File: config.mk
export PLATFORM = sky130hd
export DESIGN_NAME = cpu_top
export DESIGN_NICKNAME = d
export VERILOG_FILES = /design/src/cpu_isa_pkg.sv /design/src/cpu_pipe_pkg.sv /design/src/cpu_fetch.sv /design/src/cpu_decode.sv /design/src/cpu_operands.sv /design/src/cpu_execute.sv /design/src/cpu_memory.sv /design/src/cpu_writeback.sv /design/src/cpu_top.sv
export SDC_FILE = /design/constraint.sdc
export NUM_CORES = 2
export LEC_CHECK = 0
export BUFFER_PORTS_ARGS = -buffer_cell sky130_fd_sc_hd__buf_2
export CORE_MARGIN = 8
export CORE_UTILIZATION = 57
export CTS_CLUSTER_SIZE = 16
export DETAILED_ROUTE_END_ITERATION = 10
export GPL_TIMING_DRIVEN = 0
export PLACE_DENSITY_LB_ADDON = 0.12
export SETUP_SLACK_MARGIN = 0.5
export SYNTH_ARGS = -nofsm -noshare
export SYNTH_HDL_FRONTEND = slang
export SYNTH_HIERARCHICAL = 1
export SYNTH_SLANG_ARGS = --single-unit
File: constraint.sdc
create_clock -name i_clock -period 10.45 [get_ports i_clock]
set_input_delay 1.5675 -clock i_clock [delete_from_list [all_inputs] [get_ports i_clock]]
set_output_delay 1.5675 -clock i_clock [all_outputs]
set_load 0.005 [all_outputs]
File: src/cpu_isa_pkg.sv
`default_nettype none

package cpu_isa_pkg;

	// Word size for data, addresses and instructions
	localparam int XLEN = 32;

	// ====================
	// Major opcodes

	localparam logic [6:0] OP_LUI    = 7'b0110111;
	localparam logic [6:0] OP_JAL    = 7'b1101111;
	localparam logic [6:0] OP_BRANCH = 7'b1100011;
	localparam logic [6:0] OP_LOAD   = 7'b0000011;
	localparam logic [6:0] OP_STORE  = 7'b0100011;
	localparam logic [6:0] OP_IMM    = 7'b0010011;
	localparam logic [6:0] OP_REG    = 7'b0110011;

	// ====================
	// Function codes

	localparam logic [2:0] F3_ADD = 3'b000;
	localparam logic [2:0] F3_SLT = 3'b010;
	localparam logic [2:0] F3_XOR = 3'b100;
	localparam logic [2:0] F3_OR  = 3'b110;
	localparam logic [2:0] F3_AND = 3'b111;

	localparam logic [2:0] F3_BEQ = 3'b000;
	localparam logic [2:0] F3_BNE = 3'b001;

	// Only full-word accesses exist
	localparam logic [2:0] F3_W = 3'b010;

	localparam logic [6:0] F7_SUB = 7'b0100000;

	localparam logic [XLEN-1:0] RESET_PC = '0;

endpackage

`default_nettype wire

File: src/cpu_pipe_pkg.sv
`default_nettype none

package cpu_pipe_pkg;

	// Register index width, x0 to x31
	localparam int REG_INDEX_WIDTH = 5;

	// ====================
	// ALU function select

	typedef enum logic [2:0] {
		ALU_ADD,
		ALU_SUB,
		ALU_AND,
		ALU_OR,
		ALU_XOR,
		ALU_SLT,
		ALU_PASS_B
	} alu_op_t;

	// ====================
	// Instruction class seen by execute

	typedef enum logic [1:0] {
		KIND_ALU,
		KIND_BRANCH,
		KIND_JAL,
		KIND_MEM
	} op_kind_t;

endpackage

`default_nettype wire

File: src/cpu_fetch.sv
`timescale 1ns/1ps
`default_nettype none

module cpu_fetch (
	input  logic i_clock,
	input  logic i_reset,
	input  logic i_stall,
	input  logic i_redirect,
	input  logic [cpu_isa_pkg::XLEN-1:0] i_target,
	input  logic [cpu_isa_pkg::XLEN-1:0] i_ibus_dat,
	input  logic i_ibus_ack,
	output logic o_ibus_cyc,
	output logic o_ibus_stb,
	output logic [cpu_isa_pkg::XLEN-1:0] o_ibus_adr,
	output logic o_valid,
	output logic [cpu_isa_pkg::XLEN-1:0] o_instruction,
	output logic [cpu_isa_pkg::XLEN-1:0] o_pc
);
	import cpu_isa_pkg::*;

	logic cyc;
	logic discard;
	logic [XLEN-1:0] pc;
	// Bus address is latched per read and holds until ack
	logic [XLEN-1:0] adr;
	logic load_word;

	assign o_ibus_cyc = cyc;
	assign o_ibus_stb = cyc;
	assign o_ibus_adr = adr;

	// Word lands in the fetch register unless a redirect killed it
	assign load_word = cyc && i_ibus_ack && !discard && !i_redirect;

	// ====================
	// Bus cycle and program counter

	always_ff @(posedge i_clock) begin
		if (i_reset) begin
			cyc <= 1'b0;
			discard <= 1'b0;
			pc <= RESET_PC;
			adr <= RESET_PC;
		end else begin
			if (cyc) begin
				if (i_ibus_ack) begin
					cyc <= 1'b0;
					discard <= 1'b0;
				end else if (i_redirect) begin
					// Let the pending read finish, then drop its data
					discard <= 1'b1;
				end
			end else if (i_redirect || !i_stall) begin
				// Fetch register is empty or being consumed
				cyc <= 1'b1;
				adr <= i_redirect ? i_target : pc;
			end
			if (i_redirect) begin
				pc <= i_target;
			end else if (load_word) begin
				pc <= pc + XLEN'(4);
			end
		end
	end

	// ====================
	// Fetch stage register

	always_ff @(posedge i_clock) begin
		if (i_reset) begin
			o_valid <= 1'b0;
		end else if (i_redirect) begin
			o_valid <= 1'b0;
		end else if (load_word) begin
			o_valid <= 1'b1;
		end else if (!i_stall) begin
			o_valid <= 1'b0;
		end
	end

	always_ff @(posedge i_clock) begin
		if (load_word) begin
			o_instruction <= i_ibus_dat;
			o_pc <= pc;
		end
	end

endmodule

`default_nettype wire

File: src/cpu_decode.sv
`timescale 1ns/1ps
`default_nettype none

module cpu_decode (
	input  logic i_clock,
	input  logic i_reset,
	input  logic i_stall,
	input  logic i_flush,
	input  logic i_valid,
	input  logic [cpu_isa_pkg::XLEN-1:0] i_instruction,
	input  logic [cpu_isa_pkg::XLEN-1:0] i_pc,
	output logic o_valid,
	output logic [cpu_isa_pkg::XLEN-1:0] o_pc,
	output logic [cpu_pipe_pkg::REG_INDEX_WIDTH-1:0] o_rs1_idx,
	output logic [cpu_pipe_pkg::REG_INDEX_WIDTH-1:0] o_rs2_idx,
	output logic [cpu_pipe_pkg::REG_INDEX_WIDTH-1:0] o_rd_idx,
	output logic [cpu_isa_pkg::XLEN-1:0] o_imm,
	output cpu_pipe_pkg::op_kind_t o_kind,
	output cpu_pipe_pkg::alu_op_t o_alu_op,
	output logic o_use_imm,
	output logic o_branch_ne,
	output logic o_mem_read,
	output logic o_mem_write,
	output logic o_fault
);
	import cpu_isa_pkg::*;
	import cpu_pipe_pkg::*;

	logic [6:0] opcode;
	logic [2:0] f3;
	logic [6:0] f7;
	logic [XLEN-1:0] imm_i, imm_s, imm_b, imm_u, imm_j;
	logic arith_ok;

	logic legal;
	op_kind_t kind;
	alu_op_t alu_op;
	logic use_imm, mem_read, mem_write;
	logic [XLEN-1:0] imm;
	logic [REG_INDEX_WIDTH-1:0] rs1_idx, rs2_idx, rd_idx;

	function automatic alu_op_t alu_from_f3(input logic [2:0] code);
		alu_op_t op;
		case (code)
			F3_SLT: op = ALU_SLT;
			F3_XOR: op = ALU_XOR;
			F3_OR: op = ALU_OR;
			F3_AND: op = ALU_AND;
			default: op = ALU_ADD;
		endcase
		return op;
	endfunction

	// ====================
	// Fields and immediates

	assign opcode = i_instruction[6:0];
	assign f3 = i_instruction[14:12];
	assign f7 = i_instruction[31:25];

	assign imm_i = {{20{i_instruction[31]}}, i_instruction[31:20]};
	assign imm_s = {{20{i_instruction[31]}}, i_instruction[31:25], i_instruction[11:7]};
	assign imm_b = {{19{i_instruction[31]}}, i_instruction[31], i_instruction[7],
		i_instruction[30:25], i_instruction[11:8], 1'b0};
	assign imm_u = {i_instruction[31:12], 12'b0};
	assign imm_j = {{11{i_instruction[31]}}, i_instruction[31], i_instruction[19:12],
		i_instruction[20], i_instruction[30:21], 1'b0};

	assign arith_ok = (f3 == F3_ADD) || (f3 == F3_SLT) || (f3 == F3_XOR) ||
		(f3 == F3_OR) || (f3 == F3_AND);

	// ====================
	// Control decode

	// Unused source indices stay zero so they never cause a load-use stall
	always_comb begin
		legal = 1'b0;
		kind = KIND_ALU;
		alu_op = ALU_ADD;
		use_imm = 1'b0;
		mem_read = 1'b0;
		mem_write = 1'b0;
		imm = imm_i;
		rs1_idx = '0;
		rs2_idx = '0;
		rd_idx = '0;
		case (opcode)
			OP_LUI: begin
				legal = 1'b1;
				alu_op = ALU_PASS_B;
				use_imm = 1'b1;
				imm = imm_u;
				rd_idx = i_instruction[11:7];
			end
			OP_JAL: begin
				legal = 1'b1;
				kind = KIND_JAL;
				imm = imm_j;
				rd_idx = i_instruction[11:7];
			end
			OP_BRANCH: begin
				legal = (f3 == F3_BEQ) || (f3 == F3_BNE);
				kind = KIND_BRANCH;
				imm = imm_b;
				rs1_idx = i_instruction[19:15];
				rs2_idx = i_instruction[24:20];
			end
			OP_LOAD: begin
				legal = (f3 == F3_W);
				kind = KIND_MEM;
				use_imm = 1'b1;
				mem_read = 1'b1;
				rs1_idx = i_instruction[19:15];
				rd_idx = i_instruction[11:7];
			end
			OP_STORE: begin
				legal = (f3 == F3_W);
				kind = KIND_MEM;
				use_imm = 1'b1;
				mem_write = 1'b1;
				imm = imm_s;
				rs1_idx = i_instruction[19:15];
				rs2_idx = i_instruction[24:20];
			end
			OP_IMM: begin
				legal = arith_ok;
				alu_op = alu_from_f3(f3);
				use_imm = 1'b1;
				rs1_idx = i_instruction[19:15];
				rd_idx = i_instruction[11:7];
			end
			OP_REG: begin
				legal = arith_ok && ((f7 == 7'b0) || (f7 == F7_SUB && f3 == F3_ADD));
				alu_op = (f7 == F7_SUB) ? ALU_SUB : alu_from_f3(f3);
				rs1_idx = i_instruction[19:15];
				rs2_idx = i_instruction[24:20];
				rd_idx = i_instruction[11:7];
			end
			default: begin
				legal = 1'b0;
			end
		endcase
	end

	// ====================
	// Decode stage register

	always_ff @(posedge i_clock) begin
		if (i_reset) begin
			o_valid <= 1'b0;
			o_fault <= 1'b0;
		end else if (i_flush) begin
			o_valid <= 1'b0;
		end else if (!i_stall) begin
			o_valid <= i_valid && legal && !o_fault;
			if (i_valid && !legal) begin
				o_fault <= 1'b1;
			end
		end
	end

	always_ff @(posedge i_clock) begin
		if (!i_stall) begin
			o_pc <= i_pc;
			o_rs1_idx <= rs1_idx;
			o_rs2_idx <= rs2_idx;
			o_rd_idx <= rd_idx;
			o_imm <= imm;
			o_kind <= kind;
			o_alu_op <= alu_op;
			o_use_imm <= use_imm;
			o_branch_ne <= (f3 == F3_BNE);
			o_mem_read <= mem_read;
			o_mem_write <= mem_write;
		end
	end

endmodule

`default_nettype wire

File: src/cpu_operands.sv
`timescale 1ns/1ps
`default_nettype none

module cpu_operands (
	input  logic i_clock,
	input  logic i_reset,
	input  logic [cpu_pipe_pkg::REG_INDEX_WIDTH-1:0] i_rs1_idx,
	input  logic [cpu_pipe_pkg::REG_INDEX_WIDTH-1:0] i_rs2_idx,
	input  logic i_ex_valid,
	input  logic [cpu_pipe_pkg::REG_INDEX_WIDTH-1:0] i_ex_rd,
	input  logic [cpu_isa_pkg::XLEN-1:0] i_ex_value,
	input  logic i_ex_load,
	input  logic i_mem_valid,
	input  logic [cpu_pipe_pkg::REG_INDEX_WIDTH-1:0] i_mem_rd,
	input  logic [cpu_isa_pkg::XLEN-1:0] i_mem_value,
	input  logic i_wb_valid,
	input  logic [cpu_pipe_pkg::REG_INDEX_WIDTH-1:0] i_wb_rd,
	input  logic [cpu_isa_pkg::XLEN-1:0] i_wb_value,
	output logic [cpu_isa_pkg::XLEN-1:0] o_rs1,
	output logic [cpu_isa_pkg::XLEN-1:0] o_rs2,
	output logic o_load_use_stall
);
	import cpu_isa_pkg::*;
	import cpu_pipe_pkg::*;

	// x0 is never stored
	logic [XLEN-1:0] regs [1:31];

	function automatic logic [XLEN-1:0] pick(
		input logic [REG_INDEX_WIDTH-1:0] idx,
		input logic [XLEN-1:0] file_value
	);
		logic [XLEN-1:0] value;
		if (idx == '0) value = '0;
		else if (i_ex_valid && !i_ex_load && i_ex_rd == idx) value = i_ex_value;
		else if (i_mem_valid && i_mem_rd == idx) value = i_mem_value;
		else if (i_wb_valid && i_wb_rd == idx) value = i_wb_value;
		else value = file_value;
		return value;
	endfunction

	always_ff @(posedge i_clock) begin
		if (!i_reset && i_wb_valid && i_wb_rd != '0) begin
			regs[i_wb_rd] <= i_wb_value;
		end
	end

	always_comb begin
		o_rs1 = pick(i_rs1_idx, (i_rs1_idx == '0) ? '0 : regs[i_rs1_idx]);
		o_rs2 = pick(i_rs2_idx, (i_rs2_idx == '0) ? '0 : regs[i_rs2_idx]);
	end

	// Load result is not ready until it reaches the memory register
	assign o_load_use_stall = i_ex_valid && i_ex_load && (i_ex_rd != '0) &&
		((i_ex_rd == i_rs1_idx) || (i_ex_rd == i_rs2_idx));

endmodule

`default_nettype wire

File: src/cpu_execute.sv
`timescale 1ns/1ps
`default_nettype none

module cpu_execute (
	input  logic i_clock,
	input  logic i_reset,
	input  logic i_stall,
	input  logic i_valid,
	input  logic [cpu_isa_pkg::XLEN-1:0] i_pc,
	input  logic [cpu_pipe_pkg::REG_INDEX_WIDTH-1:0] i_rd_idx,
	input  logic [cpu_isa_pkg::XLEN-1:0] i_imm,
	input  cpu_pipe_pkg::op_kind_t i_kind,
	input  cpu_pipe_pkg::alu_op_t i_alu_op,
	input  logic i_use_imm,
	input  logic i_branch_ne,
	input  logic i_mem_read,
	input  logic i_mem_write,
	input  logic [cpu_isa_pkg::XLEN-1:0] i_rs1,
	input  logic [cpu_isa_pkg::XLEN-1:0] i_rs2,
	output logic o_valid,
	output logic [cpu_pipe_pkg::REG_INDEX_WIDTH-1:0] o_rd_idx,
	output logic [cpu_isa_pkg::XLEN-1:0] o_result,
	output logic o_mem_read,
	output logic o_mem_write,
	output logic [cpu_isa_pkg::XLEN-1:0] o_store_data,
	output logic o_redirect,
	output logic [cpu_isa_pkg::XLEN-1:0] o_target
);
	import cpu_isa_pkg::*;
	import cpu_pipe_pkg::*;

	logic [XLEN-1:0] op_b;
	logic [XLEN-1:0] alu;
	logic [XLEN-1:0] result;
	logic taken;
	logic in_valid;

	// ====================
	// ALU

	assign op_b = i_use_imm ? i_imm : i_rs2;

	always_comb begin
		case (i_alu_op)
			ALU_ADD: alu = i_rs1 + op_b;
			ALU_SUB: alu = i_rs1 - op_b;
			ALU_AND: alu = i_rs1 & op_b;
			ALU_OR: alu = i_rs1 | op_b;
			ALU_XOR: alu = i_rs1 ^ op_b;
			ALU_SLT: alu = {{(XLEN-1){1'b0}}, $signed(i_rs1) < $signed(op_b)};
			default: alu = op_b;
		endcase
	end

	// JAL writes its link address
	assign result = (i_kind == KIND_JAL) ? i_pc + XLEN'(4) : alu;

	// ====================
	// Branch resolution

	assign taken = (i_kind == KIND_JAL) ||
		((i_kind == KIND_BRANCH) && ((i_rs1 == i_rs2) != i_branch_ne));

	// Instruction behind a taken branch is already on the wrong path
	assign in_valid = i_valid && !o_redirect;

	always_ff @(posedge i_clock) begin
		if (i_reset) begin
			o_valid <= 1'b0;
			o_redirect <= 1'b0;
		end else if (!i_stall) begin
			o_valid <= in_valid;
			o_redirect <= in_valid && taken;
		end else begin
			o_redirect <= 1'b0;
		end
	end

	always_ff @(posedge i_clock) begin
		if (!i_stall) begin
			o_rd_idx <= i_rd_idx;
			o_result <= result;
			o_mem_read <= i_mem_read;
			o_mem_write <= i_mem_write;
			o_store_data <= i_rs2;
			o_target <= i_pc + i_imm;
		end
	end

endmodule

`default_nettype wire

File: src/cpu_memory.sv
`timescale 1ns/1ps
`default_nettype none

module cpu_memory (
	input  logic i_clock,
	input  logic i_reset,
	input  logic i_valid,
	input  logic [cpu_pipe_pkg::REG_INDEX_WIDTH-1:0] i_rd_idx,
	input  logic [cpu_isa_pkg::XLEN-1:0] i_result,
	input  logic i_mem_read,
	input  logic i_mem_write,
	input  logic [cpu_isa_pkg::XLEN-1:0] i_store_data,
	input  logic [cpu_isa_pkg::XLEN-1:0] i_dbus_dat_i,
	input  logic i_dbus_ack,
	output logic o_dbus_cyc,
	output logic o_dbus_stb,
	output logic o_dbus_we,
	output logic [cpu_isa_pkg::XLEN-1:0] o_dbus_adr,
	output logic [cpu_isa_pkg::XLEN-1:0] o_dbus_dat_o,
	output logic o_stall,
	output logic o_valid,
	output logic [cpu_pipe_pkg::REG_INDEX_WIDTH-1:0] o_rd_idx,
	output logic [cpu_isa_pkg::XLEN-1:0] o_value
);

	logic request;
	logic done;
	logic ack_last;

	// ====================
	// Data bus master

	assign request = i_valid && (i_mem_read || i_mem_write);

	// Bus goes idle for one cycle after every ack
	assign o_dbus_cyc = request && !ack_last;
	assign o_dbus_stb = o_dbus_cyc;
	assign o_dbus_we = i_mem_write;
	assign o_dbus_adr = i_result;
	assign o_dbus_dat_o = i_store_data;

	assign done = o_dbus_cyc && i_dbus_ack;
	assign o_stall = request && !done;

	always_ff @(posedge i_clock) begin
		if (i_reset) begin
			ack_last <= 1'b0;
		end else begin
			ack_last <= done;
		end
	end

	// ====================
	// Memory stage register

	// A bubble goes forward while the access is outstanding
	always_ff @(posedge i_clock) begin
		if (i_reset) begin
			o_valid <= 1'b0;
		end else begin
			o_valid <= i_valid && !o_stall;
		end
	end

	always_ff @(posedge i_clock) begin
		if (!o_stall) begin
			o_rd_idx <= i_rd_idx;
			o_value <= i_mem_read ? i_dbus_dat_i : i_result;
		end
	end

endmodule

`default_nettype wire

File: src/cpu_writeback.sv
`timescale 1ns/1ps
`default_nettype none

module cpu_writeback (
	input  logic i_clock,
	input  logic i_reset,
	input  logic i_valid,
	input  logic [cpu_pipe_pkg::REG_INDEX_WIDTH-1:0] i_rd_idx,
	input  logic [cpu_isa_pkg::XLEN-1:0] i_value,
	output logic o_wb_valid,
	output logic [cpu_pipe_pkg::REG_INDEX_WIDTH-1:0] o_wb_rd,
	output logic [cpu_isa_pkg::XLEN-1:0] o_wb_value,
	output logic [cpu_isa_pkg::XLEN-1:0] o_retire_count
);
	import cpu_isa_pkg::*;

	always_ff @(posedge i_clock) begin
		if (i_reset) begin
			o_wb_valid <= 1'b0;
			o_retire_count <= '0;
		end else begin
			o_wb_valid <= i_valid;
			// Each instruction spends exactly one cycle here
			if (o_wb_valid) begin
				o_retire_count <= o_retire_count + XLEN'(1);
			end
		end
	end

	always_ff @(posedge i_clock) begin
		o_wb_rd <= i_rd_idx;
		o_wb_value <= i_value;
	end

endmodule

`default_nettype wire

File: src/cpu_top.sv
`timescale 1ns/1ps
`default_nettype none

module cpu_top (
	input  logic i_clock,
	input  logic i_reset,
	output logic o_ibus_cyc,
	output logic o_ibus_stb,
	output logic [cpu_isa_pkg::XLEN-1:0] o_ibus_adr,
	input  logic [cpu_isa_pkg::XLEN-1:0] i_ibus_dat,
	input  logic i_ibus_ack,
	output logic o_dbus_cyc,
	output logic o_dbus_stb,
	output logic o_dbus_we,
	output logic [cpu_isa_pkg::XLEN-1:0] o_dbus_adr,
	output logic [cpu_isa_pkg::XLEN-1:0] o_dbus_dat_o,
	input  logic [cpu_isa_pkg::XLEN-1:0] i_dbus_dat_i,
	input  logic i_dbus_ack,
	output logic o_fault,
	output logic [cpu_isa_pkg::XLEN-1:0] o_retire_count
);
	import cpu_isa_pkg::*;
	import cpu_pipe_pkg::*;

	logic mem_stall, load_use_stall;
	logic ex_redirect;
	logic [XLEN-1:0] ex_target;

	logic fe_valid;
	logic [XLEN-1:0] fe_instruction, fe_pc;

	logic dec_valid, dec_use_imm, dec_branch_ne, dec_mem_read, dec_mem_write;
	logic [XLEN-1:0] dec_pc, dec_imm;
	logic [REG_INDEX_WIDTH-1:0] dec_rs1_idx, dec_rs2_idx, dec_rd_idx;
	op_kind_t dec_kind;
	alu_op_t dec_alu_op;

	logic [XLEN-1:0] rs1, rs2;

	logic ex_valid, ex_mem_read, ex_mem_write;
	logic [REG_INDEX_WIDTH-1:0] ex_rd;
	logic [XLEN-1:0] ex_result, ex_store_data;

	logic mem_valid;
	logic [REG_INDEX_WIDTH-1:0] mem_rd;
	logic [XLEN-1:0] mem_value;

	logic wb_valid;
	logic [REG_INDEX_WIDTH-1:0] wb_rd;
	logic [XLEN-1:0] wb_value;

	// ====================
	// Front end

	// A fault holds fetch for good
	cpu_fetch fetch_inst (
		.i_clock(i_clock),
		.i_reset(i_reset),
		.i_stall(mem_stall || load_use_stall || o_fault),
		.i_redirect(ex_redirect),
		.i_target(ex_target),
		.i_ibus_dat(i_ibus_dat),
		.i_ibus_ack(i_ibus_ack),
		.o_ibus_cyc(o_ibus_cyc),
		.o_ibus_stb(o_ibus_stb),
		.o_ibus_adr(o_ibus_adr),
		.o_valid(fe_valid),
		.o_instruction(fe_instruction),
		.o_pc(fe_pc)
	);

	cpu_decode decode_inst (
		.i_clock(i_clock),
		.i_reset(i_reset),
		.i_stall(mem_stall || load_use_stall),
		.i_flush(ex_redirect),
		.i_valid(fe_valid),
		.i_instruction(fe_instruction),
		.i_pc(fe_pc),
		.o_valid(dec_valid),
		.o_pc(dec_pc),
		.o_rs1_idx(dec_rs1_idx),
		.o_rs2_idx(dec_rs2_idx),
		.o_rd_idx(dec_rd_idx),
		.o_imm(dec_imm),
		.o_kind(dec_kind),
		.o_alu_op(dec_alu_op),
		.o_use_imm(dec_use_imm),
		.o_branch_ne(dec_branch_ne),
		.o_mem_read(dec_mem_read),
		.o_mem_write(dec_mem_write),
		.o_fault(o_fault)
	);

	cpu_operands operands_inst (
		.i_clock(i_clock),
		.i_reset(i_reset),
		.i_rs1_idx(dec_rs1_idx),
		.i_rs2_idx(dec_rs2_idx),
		.i_ex_valid(ex_valid),
		.i_ex_rd(ex_rd),
		.i_ex_value(ex_result),
		.i_ex_load(ex_mem_read),
		.i_mem_valid(mem_valid),
		.i_mem_rd(mem_rd),
		.i_mem_value(mem_value),
		.i_wb_valid(wb_valid),
		.i_wb_rd(wb_rd),
		.i_wb_value(wb_value),
		.o_rs1(rs1),
		.o_rs2(rs2),
		.o_load_use_stall(load_use_stall)
	);

	// ====================
	// Back end

	// Load-use inserts a bubble into execute
	cpu_execute execute_inst (
		.i_clock(i_clock),
		.i_reset(i_reset),
		.i_stall(mem_stall),
		.i_valid(dec_valid && !load_use_stall),
		.i_pc(dec_pc),
		.i_rd_idx(dec_rd_idx),
		.i_imm(dec_imm),
		.i_kind(dec_kind),
		.i_alu_op(dec_alu_op),
		.i_use_imm(dec_use_imm),
		.i_branch_ne(dec_branch_ne),
		.i_mem_read(dec_mem_read),
		.i_mem_write(dec_mem_write),
		.i_rs1(rs1),
		.i_rs2(rs2),
		.o_valid(ex_valid),
		.o_rd_idx(ex_rd),
		.o_result(ex_result),
		.o_mem_read(ex_mem_read),
		.o_mem_write(ex_mem_write),
		.o_store_data(ex_store_data),
		.o_redirect(ex_redirect),
		.o_target(ex_target)
	);

	cpu_memory memory_inst (
		.i_clock(i_clock),
		.i_reset(i_reset),
		.i_valid(ex_valid),
		.i_rd_idx(ex_rd),
		.i_result(ex_result),
		.i_mem_read(ex_mem_read),
		.i_mem_write(ex_mem_write),
		.i_store_data(ex_store_data),
		.i_dbus_dat_i(i_dbus_dat_i),
		.i_dbus_ack(i_dbus_ack),
		.o_dbus_cyc(o_dbus_cyc),
		.o_dbus_stb(o_dbus_stb),
		.o_dbus_we(o_dbus_we),
		.o_dbus_adr(o_dbus_adr),
		.o_dbus_dat_o(o_dbus_dat_o),
		.o_stall(mem_stall),
		.o_valid(mem_valid),
		.o_rd_idx(mem_rd),
		.o_value(mem_value)
	);

	cpu_writeback writeback_inst (
		.i_clock(i_clock),
		.i_reset(i_reset),
		.i_valid(mem_valid),
		.i_rd_idx(mem_rd),
		.i_value(mem_value),
		.o_wb_valid(wb_valid),
		.o_wb_rd(wb_rd),
		.o_wb_value(wb_value),
		.o_retire_count(o_retire_count)
	);

endmodule

`default_nettype wire

==> results.md <==
- Run status: finished with violations
- Failing checks: capacitance limit, slew limit
- Final GP Congestion: 1.044
- Initial antenna violation count: 20
- Crit path DAT: 10.13 ns
- TritonCTS clock tree: done
- Worst VDD drop: roughly 0.00019 V
- Class of the worst hold path: flip-flop to flip-flop
- WS Path Type: flip-flop to flip-flop
- LEAKAGE: 28.00 nW
- Dominant cells by area after synthesis: edfxtp_1 (53%), mux4_2 (15%), dfxtp_1 (3.9%)
- Core Footprint: 0.1277 mm2
- FFs w/ async S/R, synth: 0
- Max Freq: about 0.10 GHz
- Max Cap Viol: 9
- Flop-to-flop setup slack: 0.84 ns
- Post-cts hold buffer count: 0
- Area growth from synthesis to layout: 13.21%
- Initial Utilization: 0.5749
- GR Util met3: 0.1415
- Fillers: 9338
- Synthesized cell area: 0.07340 mm2
- Crit path max fanout: 10
- Routed wire length: 293.0 mm
- Largest register FFs: around 990
- Period utilization: 0.9196
- CP Capture Type: flip-flop
- PnR worst setup slack: 0.8403 ns
- # port buffers: about 200
- First-pass GRT wire length: 401.6 mm
- Final setup vio count: 0
- HPWL Detailed: 211.9 mm
- Final ANT Viol Nets: 0
- Post-synthesis sequential area ratio: 0.5643
- Max-Slew Margin vs Limit: -0.07868
- DR iter-0 viols: about 10000
- Area share of the largest cell type after synthesis: 0.5253
- Final Hold Fails: 0
- Top cell type by total area after synthesis: edfxtp_1
- Clock transition at the registers of the reported paths: 0.06 ns
- WL per Instance: 40.04 um
- Count of pins over their slew limit: 77
- Pre-CTS setup slack: roughly 1.6 ns
- Synth cell types: 104
- Number of synthesized flops with an enable pin: 1284
- Yosys warning total: 6
- Min cycle time layout: ~9.6 ns
- Clock Sinks: 1427
- PostCTS Resize Cnt: 0
- Chip height: 374.9 um
- Ys flop type: edfxtp_1
- Gr usage total: 0.4061
- Worst slew pin tran: approximately 1.6 ns
- Syn_area_per_cell: 14.38 um2
- Clk_lat worst skew: 0.80 ns
- Setup TNS: 0 ns
- FF+latch count, synth: 1427
- Post-Synthesis Cells: 5105
- Mapped Nets: approximately 5300
- Met2 global-route usage: 0.5646
- Met1 GRT Util: 0.5561
- Area of the multi-input gates: 0.02957 mm2
- Clock root cell: clkbuf_16
- Share of cells above drive strength 1: 0.2435
- DIE AREA: between 0.1 and 0.15 mm2
- # IOs: 202
- Vias in the first global route: roughly 52000
- Busiest metal layer after global routing: met2
- RSZ-0062 raised after global routing: no
- PD cells: 152.3 mW/mm2
- Final global-route overflow total: 0
- Post-synth top cells: edfxtp_1 (1284), mux4_2 (494), nor2_1 (346)
- Clk buf depth: 3
- TritonCTS Buffers: 153
- DP Area: 0.07804 mm2
- Largest net degree at the start of global routing: 69
- Drt pass-1 iters: 8
- Post-route DRC: 0
- Hold slack: 0.4111 ns
- DR vias: 54830
- Via/cell ratio: 7.493
- Req. time, crit path: 10.97 ns
- Most numerous cell in the Yosys netlist: edfxtp_1
- Register area: 0.04142 mm2
- Largest register by flop count: operands_inst/regs
- Final instance area: 0.08310 mm2
- Row count: 131
- Nets@finish: approximately 5700
- H-tree depth: 4
- Die Width: 374.9 um
- Startpoint Class: flip-flop
- Final Skew: 0.02188 ns
- Post-CTS setup buffer count: 0
layout by cell type (no fill, tap or decap), types with 44 or more instances in the layout:
master / count
a311oi_1: 47
xnor2_1: 116
a21o_1: 46
mux4_2: 494
edfxtp_1: 1284
nand2_1: 171
buf_2: 299
nand3_1: 82
dfxtp_1: 142
buf_4: 111
a21oi_1: 266
o21ai_0: 157
mux2i_1: 197
clkbuf_1: 193
clkbuf_16: 157
o22ai_1: 58
inv_1: 127
nor3_1: 110
ha_1: 141
a211oi_1: 151
nor2_1: 314
nand4_1: 44
layer usage:
| layer | vias to the layer above | routed length, um |
|---|---|---|
| met3 | 1040 | 44390 |
| met4 | 10 | 21170 |
| li1 | 21260 | - |
| met1 | 27500 | 107500 |
| met5 | - | 71 |
| met2 | 5021 | 119800 |
cell families (layout without fill, tap and decap cells):
group,after synthesis,in the layout,synth area share
compound gates,1021,1021,0.09369
xor+xnor,157,157,0.01873
fa+ha+maj,144,144,0.02485
buf+inv,554,1099,0.03851
flops,1427,1427,0.5643
mux,745,745,0.1883
other cells,0,5,0
simple gates,1057,1057,0.07166
stage by stage:
step,power [W],std cells,util
global placement,0.007222,6968,0.5990
CTS,0.01264,7312,0.6506
detailed placement,0.007229,7033,0.6112
global route,0.01291,7312,0.6507
finish,0.01266,7317,0.6508
floorplan,0.006891,5105,-
report_power, final:
part           internal [W]  switching [W]
Clock               0.00317        0.00233
Combinational      0.000229       0.000387
Sequential          0.00633       0.000207
critical path, cell delays in order, from the launching register on:
cell and delay, ns:
edfxtp_1 0.32, buf_2 0.42, buf_2 0.47, buf_2 0.52, buf_2 0.56, buf_2 0.50, a211oi_1 0.11, a311oi_1 0.82
a211oi_1 0.26, nor3_1 1.12, mux2_2 0.39, inv_1 0.08, ha_1 0.43, inv_1 0.13, o221ai_1 0.44, a31oi_1 0.33
nand3_1 0.23, a21oi_1 0.16, a21boi_0 0.98, o21bai_1 0.27, a211oi_1 0.37, mux2i_1 0.23, o21ai_0 0.12
cell type report:
type                    instances  area share
clock inverters                82     0.01054
multi-input cells            3124      0.3559
diodes                          5   0.0001506
inverters                     134    0.006143
repair buffers                266     0.02578
clock buffers                 197     0.05005
flip-flops and latches       1427      0.4985
plain buffers                 420     0.02798
well taps                    1662     0.02502
path summary, 6_finish.rpt:
check / from / endpoint / cells past startpoint
max: decode_inst/o_rs2_idx[2] / execute_inst/o_result[27] / 22
min reg2reg: fetch_inst/o_pc[4] / decode_inst/o_pc[4] / 0
min: fetch_inst/o_pc[4] / decode_inst/o_pc[4] / 0
max reg2reg: decode_inst/o_rs2_idx[2] / execute_inst/o_result[27] / 22
Power figures use the tool's default switching activity.
